===== src/mont_pkg.sv =====
package mont_pkg;

    // Controller states, one ADD/WAIT pair per adder step
    typedef enum logic [3:0] {
        IDLE,
        LOAD,
        PRE_B3,
        WAIT_B3,
        PRE_M3,
        WAIT_M3,
        ADD_B,
        WAIT_B,
        ADD_M,
        WAIT_M,
        RED,
        WAIT_RED,
        DONE
    } mont_state_e;

    // What the adder is fed with and where its result goes
    typedef enum logic [2:0] {
        OP_B3,
        OP_M3,
        OP_BQ,
        OP_MQ,
        OP_RED
    } add_op_e;

    // Controller to datapath
    typedef struct packed {
        logic    load;
        logic    add_start;
        add_op_e op;
        logic    commit;
    } mont_ctrl_t;

    // Datapath to controller
    typedef struct packed {
        logic add_done;
    } mont_status_t;

endpackage


===== src/mont_ctrl.sv =====
`timescale 1ns/1ps

module mont_ctrl #(
    parameter int N = 1024
) (
    input  logic                   clk,
    input  logic                   resetn,
    input  logic                   start,
    output mont_pkg::mont_ctrl_t   ctrl,
    input  mont_pkg::mont_status_t status,
    output logic                   done
);

    localparam int ITERS  = N / 2;
    localparam int ITER_W = $clog2(ITERS) + 1;

    mont_pkg::mont_state_e state;
    mont_pkg::mont_state_e state_next;
    logic [ITER_W-1:0]     iter;
    logic                  last_iter;

    assign last_iter = (iter == ITER_W'(ITERS - 1));

    always_ff @(posedge clk) begin
        if (!resetn) begin
            state <= mont_pkg::IDLE;
        end else begin
            state <= state_next;
        end
    end

    // Iteration count, cleared per run and bumped when a loop pass ends
    always_ff @(posedge clk) begin
        if (!resetn) begin
            iter <= '0;
        end else if (state == mont_pkg::LOAD) begin
            iter <= '0;
        end else if (state == mont_pkg::WAIT_M && status.add_done) begin
            iter <= iter + 1'b1;
        end
    end

    always_comb begin
        state_next = state;
        case (state)
            mont_pkg::IDLE:    if (start) state_next = mont_pkg::LOAD;
            mont_pkg::LOAD:    state_next = mont_pkg::PRE_B3;
            mont_pkg::PRE_B3:  state_next = mont_pkg::WAIT_B3;
            mont_pkg::WAIT_B3: if (status.add_done) state_next = mont_pkg::PRE_M3;
            mont_pkg::PRE_M3:  state_next = mont_pkg::WAIT_M3;
            mont_pkg::WAIT_M3: if (status.add_done) state_next = mont_pkg::ADD_B;
            mont_pkg::ADD_B:   state_next = mont_pkg::WAIT_B;
            mont_pkg::WAIT_B:  if (status.add_done) state_next = mont_pkg::ADD_M;
            mont_pkg::ADD_M:   state_next = mont_pkg::WAIT_M;
            mont_pkg::WAIT_M: begin
                if (status.add_done) begin
                    state_next = last_iter ? mont_pkg::RED : mont_pkg::ADD_B;
                end
            end
            mont_pkg::RED:      state_next = mont_pkg::WAIT_RED;
            mont_pkg::WAIT_RED: if (status.add_done) state_next = mont_pkg::DONE;
            mont_pkg::DONE:     state_next = mont_pkg::IDLE;
            default:            state_next = mont_pkg::IDLE;
        endcase
    end

    // Control word decode
    always_comb begin
        ctrl    = '0;
        ctrl.op = mont_pkg::OP_B3;
        // Operands are captured on the edge that sees start
        ctrl.load = (state == mont_pkg::IDLE) && start;
        case (state)
            mont_pkg::PRE_B3, mont_pkg::WAIT_B3: ctrl.op = mont_pkg::OP_B3;
            mont_pkg::PRE_M3, mont_pkg::WAIT_M3: ctrl.op = mont_pkg::OP_M3;
            mont_pkg::ADD_B, mont_pkg::WAIT_B:   ctrl.op = mont_pkg::OP_BQ;
            mont_pkg::ADD_M, mont_pkg::WAIT_M:   ctrl.op = mont_pkg::OP_MQ;
            mont_pkg::RED, mont_pkg::WAIT_RED:   ctrl.op = mont_pkg::OP_RED;
            default:                             ctrl.op = mont_pkg::OP_B3;
        endcase
        ctrl.add_start = (state == mont_pkg::PRE_B3) || (state == mont_pkg::PRE_M3)
                      || (state == mont_pkg::ADD_B) || (state == mont_pkg::ADD_M)
                      || (state == mont_pkg::RED);
        ctrl.commit = status.add_done
                   && ((state == mont_pkg::WAIT_B3) || (state == mont_pkg::WAIT_M3)
                    || (state == mont_pkg::WAIT_B) || (state == mont_pkg::WAIT_M)
                    || (state == mont_pkg::WAIT_RED));
    end

    assign done = (state == mont_pkg::DONE);

    a_iter_bound: assert property (@(posedge clk) disable iff (!resetn)
        iter <= ITER_W'(ITERS));

endmodule


===== config.mk =====
export PLATFORM = sky130hd
export DESIGN_NAME = mont_ctrl
export DESIGN_NICKNAME = d
export VERILOG_FILES = /design/src/mont_pkg.sv /design/src/mont_ctrl.sv
export SDC_FILE = /design/constraint.sdc
export NUM_CORES = 1
export LEC_CHECK = 0
export BUFFER_PORTS_ARGS = -buffer_cell sky130_fd_sc_hd__buf_2
export CAP_MARGIN = 30
export CORE_MARGIN = 2
export CORE_UTILIZATION = 28
export DETAILED_ROUTE_END_ITERATION = 8
export GPL_TIMING_DRIVEN = 0
export PLACE_DENSITY = 0.47
export SLEW_MARGIN = 20
export SYNTH_ARGS = -nofsm -noshare
export SYNTH_HDL_FRONTEND = slang
export SYNTH_SLANG_ARGS = --single-unit

===== constraint.sdc =====
create_clock -name clk -period 2.6 [get_ports clk]
set_input_delay 0.13 -clock clk [delete_from_list [all_inputs] [get_ports clk]]
set_output_delay 0.13 -clock clk [all_outputs]
set_load 0.01 [all_outputs]

Yosys cells after proc, flatten, opt, wreduce, memory -nomap -nowiden
Memory sizes are Yosys's and may differ from the RTL's. A register that Yosys moved wholly into a read port is not among the register bits.
Index checks and enable logic that the tools add are counted.

cells by class
  add/sub/neg operators = 1
  bitwise gates (word level) = 1
  mux-type cells = 10
  reductions and logical operators = 14
  eq/ne operators = 19

operators with widths
  cell                                             count
  one-hot mux 4 bit (12 select lines)              1
  two-way mux 4 bit                                9
  == test 4 bit (second input constant)            5
  == test 4 x 3 -> 1 bit (second input constant)   4
  inequality test 2 bit (second input constant)    6
  adder 10 x 1 -> 10 bit (second input constant)   1
  == test 10 x 9 -> 1 bit (second input constant)  1
  == test 4 x 2 -> 1 bit (second input constant)   2
  logical OR 1 bit                                 8
  AND reduction 6 bit                              1
  == test 4 x 1 -> 1 bit (second input constant)   1
  logical NOT 4 bit                                1
  logical AND 1 bit                                3
  OR reduction 2 bit                               1
  inverter 1 bit                                   1

storage, ports and cells
  memory bits (read-only) = 48
  word-level logic and storage cells = 48
  memories = 1
  flip-flop bits (word level) = 14

memories
  memory            words  width  read ports  clocked after Yosys merged registers in  wr ports  RTL line         RTL
  (name not given)  16     3      1           1                                        0         mont_ctrl.sv:73  case (state)

Logic depth before layout (Yosys ltp)
Gate-level depths: netlist of run 1.

  depth after elaboration = 6
  gate-level depth with buffers = 6
  mapped depth without buffers = 6

Least setup slack after synthesis of run 1
OpenSTA, ideal clock, no wires.

  path kind = reg2reg
  from = register iter[0]
  to = register, netlist name ctrl[2]
  setup slack = 1.037 ns
  setup time = 0.136 ns
  required time = 2.464 ns
  clock period less this slack = 1.563 ns
  path buffers = 0
  stages on the path, launching flop included = 7
  data arrival time = 1.428 ns
  cell sequence = dfxtp_1 -> ha_1 -> and4b_4 -> and3_4 -> o311a_4 -> nand3_2 -> o21ai_0

on the way
  longest elaborated chain between the ends = 6

ends and longest elaborated chain
  what                                             RTL line         RTL
  start, declared                                  mont_ctrl.sv:19  logic [ITER_W-1:0] iter;
  start signal, assigned                           mont_ctrl.sv:39  iter <= iter + 1'b1;
  == test 10 x 9 -> 1 bit                          mont_ctrl.sv:22  assign last_iter = (iter == ITER_W'(ITERS - 1));
  two-way mux 4 bit                                mont_ctrl.sv:57  state_next = last_iter ? mont_pkg::RED : mont_pkg::ADD_B;
  two-way mux 4 bit                                mont_ctrl.sv:56  if (status.add_done) begin
  one-hot mux 4 bit (12 select lines)              mont_ctrl.sv:45  case (state)
  two-way mux 4 bit (no source line) (2 in a row)  n/a

Every way passes these cells. The select of a mux whose other input is x is not followed.
A chain may end at the register's enable or synchronous reset.

Final worst setup path of run 1
  from = register iter[0]
  to = register, netlist name ctrl[1]

on the way
  longest elaborated chain between the ends = 6

ends and longest elaborated chain
  what                                             RTL line
  == test 10 x 9 -> 1 bit                          mont_ctrl.sv:22
  two-way mux 4 bit                                mont_ctrl.sv:57
  two-way mux 4 bit                                mont_ctrl.sv:56
  one-hot mux 4 bit (12 select lines)              mont_ctrl.sv:45
  two-way mux 4 bit (no source line) (2 in a row)  n/a

Every way passes these cells. The select of a mux whose other input is x is not followed.

==> results.json, run 1 <==
{
  "status": "finished, final reports clean",
  "r2r_start": "iter[0]",
  "setup_tns_ps": 0,
  "leakagePower_nw": 0.392,
  "cp-start-kind": "flip-flop",
  "clock-sinks": 17,
  "cts.repair.resized": 0,
  "avgSynthCellArea_um2": 8.83,
  "p_total_w": 0.000472,
  "dieHeight_um": 60.4,
  "hold_violations": 0,
  "gr-total-overflow": 0,
  "antennaDiodeCount": 0,
  "cts_setup_buffers": 0,
  "drv_cap": 0,
  "rsz0062_at_grt": "false",
  "wire_per_inst_um": 11.1,
  "io_pins": 11,
  "syn_inst": 101,
  "max-slew-margin-rel_pct": 67.9,
  "p_comb_share_pct": 13.7,
  "rows": 20,
  "path_clk_slew_ps": 100,
  "pwr-share-seq_pct": 57.0,
  "firstDrtPassIters": 4,
  "synth_area_leaders": "dfxtp_1, nor2_1, xor2_1",
  "p_int_w": 0.000349,
  "crit_path_end": "ctrl[1]",
  "end_kind": "flip-flop",
  "hpwl_mm": 1.28,
  "crit_arrival_ps": 1910,
  "gp_congestion": 0.720,
  "htree_levels": 1,
  "die_w_um": 60.4,
  "fin_nets": 121,
  "pre_cts_ws_ps": 891,
  "setup_viol": 0,
  "viasPerCell": 4.51,
  "synth_top_cell_by_area": "dfxtp_1",
  "crit_type": "flip-flop to flip-flop",
  "min_path_type": "input pin to flip-flop",
  "clk_path_buf_depth": 2,
  "synth_fp_nets": 106,
  "grt_pass1_wl_mm": 3.23,
  "tritoncts": "yes",
  "drive_gt1_share_pct": 23.5,
  "ant_nets": 0,
  "power_density_nw_per_um2": 461,
  "numCtsBuffers": 3,
  "vias": 717,
  "yosysTopAreaCellShare_pct": 38.1,
  "first_iter_violations": 28,
  "grt_usage_pct": 11.7,
  "power.switching_w": 0.000123,
  "netlist-cell-type-count": 37,
  "drc": 0,
  "syn-cell-area_um2": 892,
  "r2r_slack_ps": 890,
  "portBuffers": 10,
  "ys_seq_elements": 17,
  "setup_slack_ps": 892,
  "grt_max_degree": 11,
  "slowest_delay_ps": 340,
  "crit_path_top_delay_cell": "dfxtp_1",
  "clkPwrFrac_pct": 29.3,
  "worst_pin_slew_ps": 481,
  "start_util_pct": 29.2,
  "max_freq_mhz": 585,
  "r2r_cells": 5,
  "fin_crit_ps": 1710,
  "area_delta_synth_final_pct": 14.7,
  "startpoint": "iter[0]",
  "die_area_um2": 3650,
  "slew_viol_final": 0,
  "vdd_drop_max_v": 0.000139,
  "antenna_found_initial": 0,
  "switching_share_pct": 26.1,
  "r2r_end": "ctrl[1]",
  "clock_skew_ps": 4.27,
  "clk_latency_ps": 280,
  "yosysSeqAreaShare_pct": 38.1,
  "path_cells": "ha_1, and4b_4, a311oi_1, o221ai_1, o31ai_2",
  "totalWireLength_mm": 1.76,
  "ys.warnings.count": 0,
  "ctsHoldBuffers": 0,
  "period_share_pct": 65.7,
  "core_area_um2": 3050,
  "grt_pass1_vias": 707,
  "required_ps": 2810,
  "cts-root-buf": "clkbuf_4",
  "crit_fanout": 5
}
==> worst max-delay path, delay by kind of cell, from the launching register on <==
family	cells	cell delay (ps)
adders and majority gates	1	260
DFF	1	340
AOI/OAI and AO/OA	3	830
and+or+nand+nor	1	210
==> worst min path at each step <==
stage / slack [ps] / endpoint / start / depth (start not counted)
2_1_floorplan: 240 / state[2] / resetn / 2
3_3_place_gp: 430 / state[2] / resetn / 3
3_5_place_dp: 430 / state[0] / start / 3
4_1_cts: 120 / state[0] / start / 3
5_1_grt: 130 / state[2] / resetn / 3
6_report: 130 / state[2] / resetn / 3
==> registers in the layout (all words and copies together) (netlist names) <==
register	flops
iter	10
state	4
ctrl	3
==> per-stage QoR <==
stage	cell area [µm²]	std cells	hold slack, ps	util (%)
2_1_floorplan	892	101	242	-
3_3_place_gp	997	155	432	32.7
6_report	1020	159	127	33.5
3_5_place_dp	997	155	434	32.7
4_1_cts	1020	159	125	33.5
5_1_grt	1020	159	130	33.5
==> kinds of logic after synthesis <==
logic type | after synthesis | share of synthesized area [%]
AO/OA/AOI/OAI | 13 | 11.6
XOR/XNOR | 9 | 8.84
adder cells (fa/ha/maj) | 1 | 1.40
buffers and inverters | 5 | 3.79
flip-flops | 17 | 38.1
multiplexers | 1 | 1.12
AND/OR/NAND/NOR | 55 | 35.1
==> power groups by stage <==
stage          logic [W]  registers [W]  clock network [W]
3_3_place_gp   0.0000644       0.000275                  0
3_5_place_dp   0.0000651       0.000275                  0
4_1_cts        0.0000655       0.000269           0.000146
2_1_floorplan  0.0000461       0.000274                  0
6_report       0.0000647       0.000269           0.000138
5_1_grt        0.0000738       0.000270           0.000161
==> per-layer routing <==
metal / part of all wire [%] / vias up / track usage, %
li1: - / 381 / -
met1: 54 / 326 / 17.0
met2: 42 / 8 / 17.2
met3: 2.2 / 2 / 1.92
met4: 1.5 / 0 / 4.66
met5: 0 / - / 0
==> layout by cell type (no fill, tap or decap), types with 3 or more instances in the layout <==
cell type	n
nand3_1	3
inv_1	3
dfxtp_1	17
nand4_1	3
clkbuf_4	3
nand2_1	13
o21ai_0	4
nor2_1	16
xnor2_1	3
buf_2	10
xor2_1	6
==> cells in the mapped netlist (all sizes together) <==
| library cell | number |
|---|---|
| nand2b | 2 |
| xor2 | 6 |
| or3 | 1 |
| xnor2 | 3 |
| o31ai | 1 |
| ha | 1 |
| nand3 | 4 |
| and3 | 3 |
| nor4 | 2 |
| nor2 | 17 |
| o21ai | 5 |
| o22ai | 1 |
| nor2b | 2 |
| nand4b | 1 |
| and4b | 1 |
| a311oi | 1 |
| dfxtp | 17 |
| buf | 2 |
| nor3 | 2 |
| and4 | 1 |
| o311a | 1 |
| inv | 3 |
| o221ai | 1 |
| or2b | 2 |
| nand4 | 3 |
| nand2 | 13 |
| a21o | 1 |
| a21oi | 2 |
| mux2i | 1 |
| nor4b | 1 |
==> area by class of cell <==
type,instances,area [µm²]
Buffer,2,22.5
Clock buffer,4,26.3
Fill cell,354,2030
Inverter,3,11.3
Multi-Input combinational cell,79,518
Sequential cell,17,340
Tap cell,44,55.1
Timing Repair Buffer,10,50.0
No activity file was read; power rests on OpenSTA's default activity.
==> run 2: changes to the inputs <==
clock period = 1.65 ns   (was 2.6 ns; I/O delays follow)
==> run 2 against run 1 <==
Worst hold slack lost 45 ps; global-route usage is 0.088 points lower; combinational power grew 64%; critical endpoint is now ctrl[2]; highest routed layer unchanged.
==> results.json, run 2 (synthesized netlist as in run 1, its figures left out) <==
{
  "met1_usage_pct": 16.4,
  "fin_crit_ps": 1570,
  "htree_levels": 1,
  "leakagePower_nw": 0.397,
  "antenna_found_initial": 0,
  "cp-start-kind": "flip-flop",
  "area_delta_synth_final_pct": 19.9,
  "grt_max_degree": 11,
  "period_share_pct": 94.9,
  "totalWireLength_mm": 1.81,
  "grt_pass1_vias": 714,
  "r2r_start": "iter[0]",
  "worst_pin_slew_ps": 476,
  "clk_latency_ps": 280,
  "antennaDiodeCount": 0,
  "min-delay-start": "resetn",
  "clock_skew_ps": 4.45,
  "die_area_um2": 3650,
  "max_freq_mhz": 639,
  "largest_register_ffs": 10,
  "gr-total-overflow": 0,
  "hold_violations": 0,
  "gp_congestion": 0.720,
  "required_ps": 1820,
  "portBuffers": 10,
  "vdd_drop_max_v": 0.000221,
  "numCtsBuffers": 3,
  "grt_usage_pct": 11.6,
  "largest_register": "iter",
  "drc": 0,
  "cts-root-buf": "clkbuf_4",
  "dieHeight_um": 60.4,
  "use_met2_pct": 17.7,
  "fin_nets": 122,
  "tritoncts": "yes",
  "viasPerCell": 4.51,
  "nFillCells": 357,
  "slew_viol_final": 0,
  "setup_tns_ps": 0,
  "crit_type": "flip-flop to flip-flop",
  "first_iter_violations": 35,
  "crit_arrival_ps": 1730,
  "drive_gt1_share_pct": 29.3,
  "power_density_nw_per_um2": 698,
  "vias": 722,
  "crit_fanout": 5,
  "top_usage_layer": "met2",
  "setup_viol": 0,
  "rows": 20,
  "r2r_cells": 6,
  "ant_nets": 0,
  "clock-sinks": 17,
  "start_util_pct": 29.2,
  "grt_pass1_wl_mm": 3.22,
  "die_w_um": 60.4,
  "grtUsageMet3_pct": 1.92,
  "path_clk_slew_ps": 100,
  "clk_path_buf_depth": 2,
  "min_path_type": "input pin to flip-flop",
  "hpwl_mm": 1.28,
  "layout_common_cells": "nor2_1, dfxtp_1, nand2_1",
  "io_pins": 11,
  "placed_cell_area_um2": 997,
  "startpoint": "iter[0]",
  "end_kind": "flip-flop",
  "stdcell_count": 160,
  "post-place-cells": 155,
  "drv_cap": 0,
  "max-slew-margin-rel_pct": 68.3,
  "holdPathStages": 3,
  "status": "finished, final reports clean",
  "core_area_um2": 3050,
  "firstDrtPassIters": 4,
  "fin_area_um2": 1070,
  "wire_per_inst_um": 11.3
}
run 2: path summary, 6_finish.rpt:
check / to / slack (ps)
max: ctrl[2] / 80
min: state[2] / 80
max reg2reg: ctrl[2] / 80
min reg2reg: iter[9] / 520
run 2: cell type report:
class,instances,area [µm²],share of cell area (%)
Tap cell,44,55.1,5.15
Inverter,3,11.3,1.05
Multi-Input combinational cell,79,554,51.8
Buffer,2,22.5,2.11
Sequential cell,17,343,32.0
Clock buffer,4,26.3,2.46
Timing Repair Buffer,11,57.6,5.38
run 2: worst max-delay path, cell delays in order, from the launching register on:
cell     delay (ps)
dfxtp_2         360
ha_4            180
and4b_4         180
and3_4          180
o311a_4         390
nand3_2          90
o21ai_0          80
run 2: per-stage QoR:
step	util (%)	hold WS [ps]	total power, W	worst slack [ps]
floorplan	-	195	0.000505	86.5
global placement	32.7	384	0.000535	-69.7
finish	35.0	82.5	0.000747	84.1
global route	35.0	80.6	0.000800	-0.364
CTS	34.0	77.3	0.000759	28.0
detailed placement	32.7	387	0.000536	-59.2
run 2: report_power, final:
| part | total (W) | internal (W) | switching, W |
|---|---|---|---|
| Clock | 0.000216 | 0.0000937 | 0.000123 |
| Combinational | 0.000106 | 0.0000396 | 0.0000666 |
| Sequential | 0.000424 | 0.000417 | 0.00000736 |
run 2: timing repair:
item,in CTS,in global routing
setup buffers,0,1
pin swaps,1,2
cloned,0,0
setup endpoints to repair,2,7
gates resized for setup,3,6
hold buffers,0,0
run 2: layer usage:
layer	share of wire, %	vias to the layer above
met1	53	329
met3	2.0	2
met2	44	8
met4	1.5	0
met5	0	-
li1	-	383
